**src/hw/nb_fetch_macros.svh**
```systemverilog
/*
 * Neighborhood feature fetch configuration
 * Tile grid, tag layout, memory geometry and read latency
 */
`ifndef NB_FETCH_MACROS_SVH
`define NB_FETCH_MACROS_SVH

// Tile grid
`define NB_TILES_X 20
`define NB_TILES_Y 12

// Tags: upper bits center tag, lower bits neighbor index 0..8
`define NB_CTAG_W 4
`define NB_TAG_W 8

// Feature vector and memory word
`define NB_FEAT_W 256
`define NB_MEM_W 64
`define NB_BEATS (`NB_FEAT_W / `NB_MEM_W)

// Banks, must be a power of two
`define NB_BANKS 2
`define NB_BANK_W ((`NB_BANKS <= 1) ? 1 : $clog2(`NB_BANKS))
`define NB_ADDR_W 16
`define NB_BASE_ADDR 0
`define NB_READ_LATENCY 1

`endif

```
**src/hw/nb_fetch_pkg.sv**
```systemverilog
/*
 * Shared types of the neighborhood feature fetch
 * Tile coordinates, tags, word addresses and data words
 */
`default_nettype none

`include "nb_fetch_macros.svh"

package nb_fetch_pkg;

  // --------------------
  // Tile coordinates
  // --------------------
  typedef logic [$clog2(`NB_TILES_Y)-1:0] tile_row_t;
  typedef logic [$clog2(`NB_TILES_X)-1:0] tile_col_t;

  // --------------------
  // Tags
  // --------------------
  typedef logic [`NB_CTAG_W-1:0] ctag_t;
  // {center tag, neighbor index}
  typedef logic [`NB_TAG_W-1:0] tag_t;

  // --------------------
  // Memory side
  // --------------------
  // Full-word address, before the bank split
  typedef logic [`NB_ADDR_W-1:0] word_addr_t;
  typedef logic [`NB_MEM_W-1:0] mem_word_t;
  // Beat 0 in the least significant word
  typedef logic [`NB_FEAT_W-1:0] feat_vec_t;
  // Counts 0..NB_BEATS inclusive
  typedef logic [$clog2(`NB_BEATS + 1)-1:0] beat_t;

endpackage

`default_nettype wire

```
**src/hw/feat_addr_encoder.sv**
```systemverilog
/*
 * Feature address encoder
 * One-entry pipeline stage, tile coordinate in, full-word base
 * address of the tile's feature vector out
 */
`timescale 1ns/10ps
`default_nettype none

`include "nb_fetch_macros.svh"

module feat_addr_encoder (
  input  logic                    clk,
  input  logic                    rst,
  input  logic                    en,
  input  logic                    req_valid,
  output logic                    req_ready,
  input  nb_fetch_pkg::tile_row_t req_row,
  input  nb_fetch_pkg::tile_col_t req_col,
  input  nb_fetch_pkg::tag_t      req_tag,
  output logic                    cmd_valid,
  input  logic                    cmd_ready,
  output nb_fetch_pkg::word_addr_t cmd_addr,
  output nb_fetch_pkg::tag_t      cmd_tag
);
  import nb_fetch_pkg::*;

  word_addr_t tile_lin;
  word_addr_t base_addr;
  logic       req_fire;
  logic       cmd_fire;

  // Linear tile index, row-major over the grid
  assign tile_lin  = word_addr_t'(req_row) * word_addr_t'(`NB_TILES_X) + word_addr_t'(req_col);
  // Each tile owns NB_BEATS consecutive words
  assign base_addr = word_addr_t'(`NB_BASE_ADDR) + tile_lin * word_addr_t'(`NB_BEATS);

  // Take a new request when empty or draining this cycle
  assign req_ready = !cmd_valid || cmd_ready;
  assign req_fire  = en && req_valid && req_ready;
  assign cmd_fire  = en && cmd_valid && cmd_ready;

  // --------------------
  // Valid flag
  // --------------------
  always_ff @(posedge clk) begin
    if (rst) begin
      cmd_valid <= 1'b0;
    end else if (req_fire) begin
      cmd_valid <= 1'b1;
    end else if (cmd_fire) begin
      cmd_valid <= 1'b0;
    end
  end

  // Payload, tag passes through unchanged
  always_ff @(posedge clk) begin
    if (req_fire) begin
      cmd_addr <= base_addr;
      cmd_tag  <= req_tag;
    end
  end

endmodule

`default_nettype wire

```
**src/hw/feat_burst_reader.sv**
```systemverilog
/*
 * Feature burst reader
 * Issues one SRAM read per memory word of a feature vector and
 * packs the in-order returns into one vector, beat 0 lowest
 */
`timescale 1ns/10ps
`default_nettype none

`include "nb_fetch_macros.svh"

module feat_burst_reader (
  input  logic                     clk,
  input  logic                     rst,
  input  logic                     en,
  input  logic                     cmd_valid,
  output logic                     cmd_ready,
  input  nb_fetch_pkg::word_addr_t cmd_addr,
  input  nb_fetch_pkg::tag_t       cmd_tag,
  output logic                     mem_rd_valid,
  input  logic                     mem_rd_ready,
  output nb_fetch_pkg::word_addr_t mem_rd_addr,
  input  logic                     mem_rvalid,
  input  nb_fetch_pkg::mem_word_t  mem_rdata,
  output logic                     feat_valid,
  input  logic                     feat_ready,
  output nb_fetch_pkg::feat_vec_t  feat_vec,
  output nb_fetch_pkg::tag_t       feat_tag
);
  import nb_fetch_pkg::*;

  localparam beat_t NUM_BEATS = beat_t'(`NB_BEATS);
  localparam beat_t LAST_BEAT = beat_t'(`NB_BEATS - 1);

  typedef enum logic [1:0] {
    S_IDLE,
    S_READ,
    S_HOLD
  } state_t;

  state_t     state;
  // Beats issued and beats returned
  beat_t      iss_cnt;
  beat_t      ret_cnt;
  word_addr_t base_q;
  tag_t       tag_q;
  feat_vec_t  vec_q;
  logic       cmd_fire;
  logic       rd_fire;
  logic       feat_fire;
  logic       ret_take;

  // --------------------
  // Handshakes
  // --------------------
  // One burst at a time
  assign cmd_ready    = (state == S_IDLE);
  assign mem_rd_valid = (state == S_READ) && (iss_cnt != NUM_BEATS);
  assign mem_rd_addr  = base_q + word_addr_t'(iss_cnt);
  assign feat_valid   = (state == S_HOLD);
  assign feat_vec     = vec_q;
  assign feat_tag     = tag_q;

  assign cmd_fire  = en && cmd_valid && cmd_ready;
  assign rd_fire   = en && mem_rd_valid && mem_rd_ready;
  assign feat_fire = en && feat_valid && feat_ready;
  // The SRAM return has no ready, so a word is taken even while frozen
  assign ret_take  = mem_rvalid && (state == S_READ);

  // --------------------
  // Control
  // --------------------
  always_ff @(posedge clk) begin
    if (rst) begin
      state   <= S_IDLE;
      iss_cnt <= '0;
      ret_cnt <= '0;
    end else begin
      if (en) begin
        case (state)
          S_IDLE: begin
            if (cmd_fire) begin
              state   <= S_READ;
              iss_cnt <= '0;
              ret_cnt <= '0;
            end
          end
          S_HOLD: begin
            // Vector consumed, ready for the next command
            if (feat_fire)
              state <= S_IDLE;
          end
          default: begin
          end
        endcase
        if (rd_fire)
          iss_cnt <= iss_cnt + 1'b1;
      end
      // Last return makes the vector valid in the next cycle
      if (ret_take) begin
        if (ret_cnt == LAST_BEAT) begin
          ret_cnt <= '0;
          state   <= S_HOLD;
        end else begin
          ret_cnt <= ret_cnt + 1'b1;
        end
      end
    end
  end

  // --------------------
  // Payload
  // --------------------
  always_ff @(posedge clk) begin
    if (cmd_fire) begin
      base_q <= cmd_addr;
      tag_q  <= cmd_tag;
    end
    // Shift in from the top, beat 0 ends up lowest
    if (ret_take)
      vec_q <= {mem_rdata, vec_q[`NB_FEAT_W-1:`NB_MEM_W]};
  end

endmodule

`default_nettype wire

```
**src/hw/nb_3x3_scheduler.sv**
```systemverilog
/*
 * 3x3 neighborhood scheduler
 * Takes one center tile and emits its nine neighbor requests in
 * row-major order, clamped at the grid edges
 */
`timescale 1ns/10ps
`default_nettype none

`include "nb_fetch_macros.svh"

module nb_3x3_scheduler (
  input  logic                   clk,
  input  logic                   rst,
  input  logic                   en,
  input  logic                   center_valid,
  output logic                   center_ready,
  input  nb_fetch_pkg::tile_row_t center_row,
  input  nb_fetch_pkg::tile_col_t center_col,
  input  nb_fetch_pkg::ctag_t    center_tag,
  output logic                   req_valid,
  input  logic                   req_ready,
  output nb_fetch_pkg::tile_row_t req_row,
  output nb_fetch_pkg::tile_col_t req_col,
  output nb_fetch_pkg::tag_t     req_tag,
  output logic                   sched_busy,
  output logic [8:0]             nb_is_center
);
  import nb_fetch_pkg::*;

  localparam int unsigned IDX_W   = `NB_TAG_W - `NB_CTAG_W;
  localparam int unsigned LAST_NB = 8;

  // Offset code 0, 1, 2 means -1, 0, +1
  function automatic tile_row_t clamp_row(input tile_row_t r, input logic [1:0] off);
    tile_row_t res;
    res = r;
    if (off == 2'd0 && r != '0)
      res = r - 1'b1;
    else if (off == 2'd2 && r != tile_row_t'(`NB_TILES_Y - 1))
      res = r + 1'b1;
    return res;
  endfunction

  function automatic tile_col_t clamp_col(input tile_col_t c, input logic [1:0] off);
    tile_col_t res;
    res = c;
    if (off == 2'd0 && c != '0)
      res = c - 1'b1;
    else if (off == 2'd2 && c != tile_col_t'(`NB_TILES_X - 1))
      res = c + 1'b1;
    return res;
  endfunction

  logic             busy;
  logic [IDX_W-1:0] nb_idx;
  tile_row_t        row_q;
  tile_col_t        col_q;
  ctag_t            ctag_q;
  logic             center_fire;
  logic             req_fire;
  logic [8:0]       is_center_d;

  // --------------------
  // Handshakes
  // --------------------
  assign center_ready = !busy;
  assign center_fire  = en && center_valid && center_ready;
  assign req_valid    = busy;
  assign req_fire     = en && req_valid && req_ready;
  assign sched_busy   = busy;

  // Neighbor k sits at row offset k/3, column offset k%3
  assign req_row = clamp_row(row_q, 2'(nb_idx / 3));
  assign req_col = clamp_col(col_q, 2'(nb_idx % 3));
  assign req_tag = {ctag_q, nb_idx};

  // Neighbors that clamp back onto the center, taken from the live inputs
  always_comb begin
    for (int k = 0; k < 9; k++) begin
      is_center_d[k] = (clamp_row(center_row, 2'(k / 3)) == center_row) &&
                       (clamp_col(center_col, 2'(k % 3)) == center_col);
    end
  end

  // --------------------
  // Control
  // --------------------
  always_ff @(posedge clk) begin
    if (rst) begin
      busy         <= 1'b0;
      nb_idx       <= '0;
      nb_is_center <= '0;
    end else if (en) begin
      if (center_fire) begin
        busy         <= 1'b1;
        nb_idx       <= '0;
        nb_is_center <= is_center_d;
      end else if (req_fire) begin
        // Ninth request ends the expansion
        if (nb_idx == IDX_W'(LAST_NB))
          busy <= 1'b0;
        else
          nb_idx <= nb_idx + 1'b1;
      end
    end
  end

  // Center latch
  always_ff @(posedge clk) begin
    if (center_fire) begin
      row_q  <= center_row;
      col_q  <= center_col;
      ctag_q <= center_tag;
    end
  end

endmodule

`default_nettype wire

```
**src/hw/nb_feature_fetch_top.sv**
```systemverilog
/*
 * Neighborhood feature fetch top
 * Scheduler, address encoder and burst reader in one chain, with
 * the SRAM bank split and the end-to-end done pulse
 */
`timescale 1ns/10ps
`default_nettype none

`include "nb_fetch_macros.svh"

module nb_feature_fetch_top (
  input  logic                     clk,
  input  logic                     rst,
  input  logic                     en,
  input  logic                     center_valid,
  output logic                     center_ready,
  input  nb_fetch_pkg::tile_row_t  center_row,
  input  nb_fetch_pkg::tile_col_t  center_col,
  input  nb_fetch_pkg::ctag_t      center_tag,
  output logic                     mem_rd_valid,
  input  logic                     mem_rd_ready,
  output logic [`NB_BANK_W-1:0]    mem_bank,
  output logic [`NB_ADDR_W-1:0]    mem_addr,
  input  logic                     mem_rvalid,
  input  nb_fetch_pkg::mem_word_t  mem_rdata,
  output logic                     feat_valid,
  input  logic                     feat_ready,
  output nb_fetch_pkg::feat_vec_t  feat_vec,
  output nb_fetch_pkg::tag_t       feat_tag,
  output logic                     sched_busy,
  output logic                     sched_done_pulse,
  output logic [8:0]               nb_is_center
);
  import nb_fetch_pkg::*;

  // Scheduler to encoder
  logic       req_valid;
  logic       req_ready;
  tile_row_t  req_row;
  tile_col_t  req_col;
  tag_t       req_tag;
  // Encoder to reader
  logic       cmd_valid;
  logic       cmd_ready;
  word_addr_t cmd_addr;
  tag_t       cmd_tag;
  // Reader to SRAM, before the bank split
  logic       rd_valid_full;
  word_addr_t rd_addr_full;
  // End-to-end tracking
  logic       sched_center_ready;
  logic       e2e_busy;
  logic [3:0] feat_cnt;
  logic       center_fire;
  logic       feat_fire;

  // --------------------
  // Center gating
  // --------------------
  // No new center until the ninth feature of the last one is consumed
  assign center_ready = sched_center_ready && !e2e_busy;
  assign center_fire  = en && center_valid && center_ready;
  assign feat_fire    = en && feat_valid && feat_ready;

  nb_3x3_scheduler i_sched (
    .clk          (clk),
    .rst          (rst),
    .en           (en),
    .center_valid (center_valid && !e2e_busy),
    .center_ready (sched_center_ready),
    .center_row   (center_row),
    .center_col   (center_col),
    .center_tag   (center_tag),
    .req_valid    (req_valid),
    .req_ready    (req_ready),
    .req_row      (req_row),
    .req_col      (req_col),
    .req_tag      (req_tag),
    .sched_busy   (sched_busy),
    .nb_is_center (nb_is_center)
  );

  feat_addr_encoder i_enc (
    .clk       (clk),
    .rst       (rst),
    .en        (en),
    .req_valid (req_valid),
    .req_ready (req_ready),
    .req_row   (req_row),
    .req_col   (req_col),
    .req_tag   (req_tag),
    .cmd_valid (cmd_valid),
    .cmd_ready (cmd_ready),
    .cmd_addr  (cmd_addr),
    .cmd_tag   (cmd_tag)
  );

  feat_burst_reader i_reader (
    .clk          (clk),
    .rst          (rst),
    .en           (en),
    .cmd_valid    (cmd_valid),
    .cmd_ready    (cmd_ready),
    .cmd_addr     (cmd_addr),
    .cmd_tag      (cmd_tag),
    .mem_rd_valid (rd_valid_full),
    .mem_rd_ready (mem_rd_ready),
    .mem_rd_addr  (rd_addr_full),
    .mem_rvalid   (mem_rvalid),
    .mem_rdata    (mem_rdata),
    .feat_valid   (feat_valid),
    .feat_ready   (feat_ready),
    .feat_vec     (feat_vec),
    .feat_tag     (feat_tag)
  );

  // --------------------
  // Bank split
  // --------------------
  // Held back while frozen so the SRAM takes no read the reader misses
  assign mem_rd_valid = rd_valid_full && en;
  // Low bits pick the bank, the rest is the in-bank word
  assign mem_bank     = rd_addr_full[`NB_BANK_W-1:0];
  assign mem_addr     = rd_addr_full >> `NB_BANK_W;

  // --------------------
  // End-to-end done
  // --------------------
  always_ff @(posedge clk) begin
    if (rst) begin
      e2e_busy <= 1'b0;
      feat_cnt <= '0;
    end else if (center_fire) begin
      e2e_busy <= 1'b1;
      feat_cnt <= '0;
    end else if (e2e_busy && feat_fire) begin
      // Counts consumed features 0..8
      if (feat_cnt == 4'd8) begin
        e2e_busy <= 1'b0;
        feat_cnt <= '0;
      end else begin
        feat_cnt <= feat_cnt + 1'b1;
      end
    end
  end

  // Pulse in the cycle the ninth feature fires
  assign sched_done_pulse = e2e_busy && feat_fire && (feat_cnt == 4'd8);

endmodule

`default_nettype wire

```
**config.mk**
```make
export PLATFORM = sky130hd
export DESIGN_NAME = nb_feature_fetch_top
export DESIGN_NICKNAME = d
export VERILOG_FILES = /design/src/hw/nb_fetch_pkg.sv /design/src/hw/feat_addr_encoder.sv /design/src/hw/feat_burst_reader.sv /design/src/hw/nb_3x3_scheduler.sv /design/src/hw/nb_feature_fetch_top.sv
export VERILOG_INCLUDE_DIRS = /design/src /design/src/hw
export SDC_FILE = /design/constraint.sdc
export NUM_CORES = 1
export LEC_CHECK = 0
export ABC_CLOCK_PERIOD_IN_PS = 9900
export CAP_MARGIN = 0
export CORE_AREA = 2 2 148 150
export DETAILED_ROUTE_END_ITERATION = 8
export DIE_AREA = 0 0 150 152
export DONT_BUFFER_PORTS = 1
export PLACE_DENSITY = 0.67
export SLEW_MARGIN = 30
export SYNTH_ARGS = -nofsm -noshare
export SYNTH_HDL_FRONTEND = slang
export SYNTH_SLANG_ARGS = --single-unit
```
**constraint.sdc**
```tcl
create_clock -name clk -period 9.9 [get_ports clk]
set_input_delay 0.495 -clock clk [delete_from_list [all_inputs] [get_ports clk]]
set_output_delay 0.495 -clock clk [all_outputs]
set_load 0.01 [all_outputs]
```
==> results.txt <==
Die ar. = 22,800 µm²
FF-to-FF Start = i_sched.nb_idx[2]
fill cell count = 1,551
Adder-Cell Fraction of Synth Area = 0.0338
Placed Area = 11,900 µm²
share of cells above drive strength 1 = 0.104
fraction of registers with async set/reset = 0
Hold Path Stages = 1
Initial Utilization = 0.541
most frequent cell after synthesis = edfxtp_1
Synth Area in Compound Gates = 0.0317
cells on worst reg2reg path = 19
Synth Area per Inst = 19.1 µm²
synthesized instance count = 604
fin crit share = 0.504
drt first pass iters = 4
Die X-Extent = 150 µm
Via density = 5.63
Layout Skew = 10.9 ps
top_reg_cell synth = edfxtp_1
CORE AREA = 21,400 µm²
CTS Buffer Depth = 3
MaxCap Viol Count = 0
Hold WC Path Type = input port to register
DP Wirelength = 17.9 mm
Final nets = 746
CTS Hold Bufs = 0
Port-buffer cells = 0
critical path type = register to register
vias in the first global route = 5,132
footprint of the multi-input gates = 1670 µm²
CTS tree = done
commonest cells in the netlist = edfxtp_1 (305), nand2_1 (31), dfxtp_1 (28), ha_1 (28), nor2_1 (27)
post-cts resize count = 0
largest family of logic cells by synthesized area = simple AND/OR/NAND/NOR gates
Avg WL per Cell = 25.6 µm
Syn. warnings = 0
VDD IR max = 194 µV
post-synthesis mux area share = 0.00455
area leader, netlist = edfxtp_1
WP data arrival = 5220 ps
Final Max Tran Viols = 0
via count = 5,269
grt ovf = 0
CTS H-tree depth = 2
storage element area = 9720 µm²
Setup crit end = i_enc.cmd_addr[10]
GPL Wtd Cong = 0.844
final WL = 24.0 mm
RSZ-0062 raised after global routing = no
gr usage total = 0.201
synthesized flop and latch total = 333
Area growth syn-to-layout = 12.4%
cts bufs inserted = 34
largest net degree at the start of global routing = 121
Worst Setup End Kind = register
total negative setup slack = 0 ps
status = completed
Root Driver = clkbuf_16
number of synthesized flops with an enable pin = 305
top cells by area, synth = edfxtp_1 (79%), dfxtp_1 (4.9%), ha_1 (3.0%)
Synth top area share = 0.794
drt initial violations = 359
Netlist cell types = 52
Final Hold Slack = 76.8 ps
Worst Path Max Fanout = 12
Crit. Startpoint = i_sched.nb_idx[2]
Post-CTS Setup Bufs = 0
Mapped Area = 11,500 µm²
Ports = 379
die height = 152 µm
Startpoint Class = register
worst reg-to-reg setup slack = 4910 ps
worst slew pin tran = 871 ps
first-pass GRT wire length = 33.8 mm
clock sinks = 333
Fin. Hold Viols = 0
CTS clk-pin slew, worst paths = 60 ps
Simple-Gate Fraction of Synth Area = 0.0507
pwr dens = 218 nW/µm²
Rel. slew slack = 0.419
leakage = 4.35 nW
DRC = 0
Final Setup Violations = 0
post-synthesis sequential area ratio = 0.842
Req. time, crit path = 10,130 ps
worst reg2reg endpoint = i_enc.cmd_addr[10]
Post-Synth XOR/XNOR Area = 0.0212
Highest Clock Rate = 200 MHz
Clock Latency Late Sink = 490 ps
Routed Antenna Nets = 0
final critical-path required period = 4990 ps
initial antenna violation count = 1
Finished Cell Area = 13,000 µm²
row cnt = 54
-- worst max-delay path, cell delays in order, from the launching register on --
cell and delay, ps:
dfxtp_1 540, inv_1 150, nor2_1 110, ha_1 290
nand2b_1 120, a41oi_2 340, xnor2_1 200, ha_1 260
o311ai_2 350, and2_4 290, o21ai_2 70, a32o_1 210
a21oi_2 260, xor2_1 180, ha_1 180, inv_1 60
fa_1 500, nand4b_1 210, xor2_1 150, mux2_2 270
-- layout by cell type (no fill, tap or decap), types with 2 or more instances in the layout --
cell type	count
nor3_1	6
edfxtp_1	305
conb_1	4
nand4_1	3
dfxtp_1	28
mux2i_1	3
a21o_1	3
o21ai_0	10
clkbuf_16	37
a21oi_1	13
nor3b_1	2
nand2_1	31
inv_1	26
clkinv_2	8
fa_1	2
ha_1	28
a211oi_2	2
and2_4	2
xnor2_1	16
nand3b_1	3
nand2b_1	4
xor2_1	12
nand3_1	19
clkbuf_1	2
and3_1	8
nor2b_1	4
mux2_2	2
nand4b_1	3
a31oi_1	5
clkbuf_8	2
a22o_1	2
clkinv_1	7
nor2_1	27
-- sequential cells by signal, indices dropped and copies added (netlist names) --
register              cells
i_reader.state            2
i_reader.ret_cnt          3
i_sched.nb_idx            4
i_enc.cmd_valid           1
i_reader.feat_tag         8
i_reader.base_q          10
i_sched.col_q             5
i_sched.req_valid         1
i_reader.feat_vec       256
i_enc.cmd_addr           10
i_reader.iss_cnt          3
feat_cnt                  4
i_enc.cmd_tag             8
e2e_busy                  1
i_sched.ctag_q            4
i_sched.nb_is_center      9
i_sched.row_q             4
-- stage by stage --
step	total power, W	utilization	setup WS, ps	std cells
finish	0.00283	0.608	4910	936
global route	0.00292	0.608	4530	936
CTS	0.00286	0.607	4890	935
detailed placement	0.00166	0.557	4930	876
global placement	0.00165	0.556	5160	875
floorplan	0.00165	-	797	607
-- worst min path at each step --
stage	start	endpoint	slack [ps]
6_report	rst	i_sched.nb_is_center[3]	80
5_1_grt	rst	i_sched.nb_is_center[4]	50
4_1_cts	rst	i_sched.nb_is_center[4]	50
3_5_place_dp	i_sched.ctag_q[2]	i_enc.cmd_tag[6]	400
3_3_place_gp	i_enc.cmd_addr[7]	i_reader.base_q[7]	400
2_1_floorplan	i_sched.ctag_q[0]	i_enc.cmd_tag[4]	400
-- layout make-up --
type	instances	area share
Antenna cell	1	0.000193
Clock buffer	41	0.0741
Clock inverter	18	0.00878
Inverter	26	0.00752
Multi-Input combinational cell	234	0.129
Sequential cell	333	0.749
Tap cell	280	0.0270
Timing Repair Buffer	3	0.00424
-- where the power goes --
part	switching, W	internal, W
clock network	0.000485	0.000716
registers	0.0000203	0.00155
logic	0.0000364	0.0000203
total	0.000541	0.00229
-- cells by family after synthesis --
logic type | Yosys count
adders and majority gates | 30
and+or+nand+nor | 117
muxes | 5
AOI/OAI and AO/OA | 50
other | 1
DFF | 333
buffers and inverters | 40
xor gates and xnor gates | 28
-- layer usage --
metal / global-route usage / vias up / routed length [µm]
met2: 0.350 / 250 / 12600
li1: - / 2329 / -
met4: 0.0571 / 0 / 457
met3: 0.0832 / 35 / 2470
met5: 0 / - / 0
met1: 0.227 / 2655 / 8460
(Power assumes the default switching activity.)
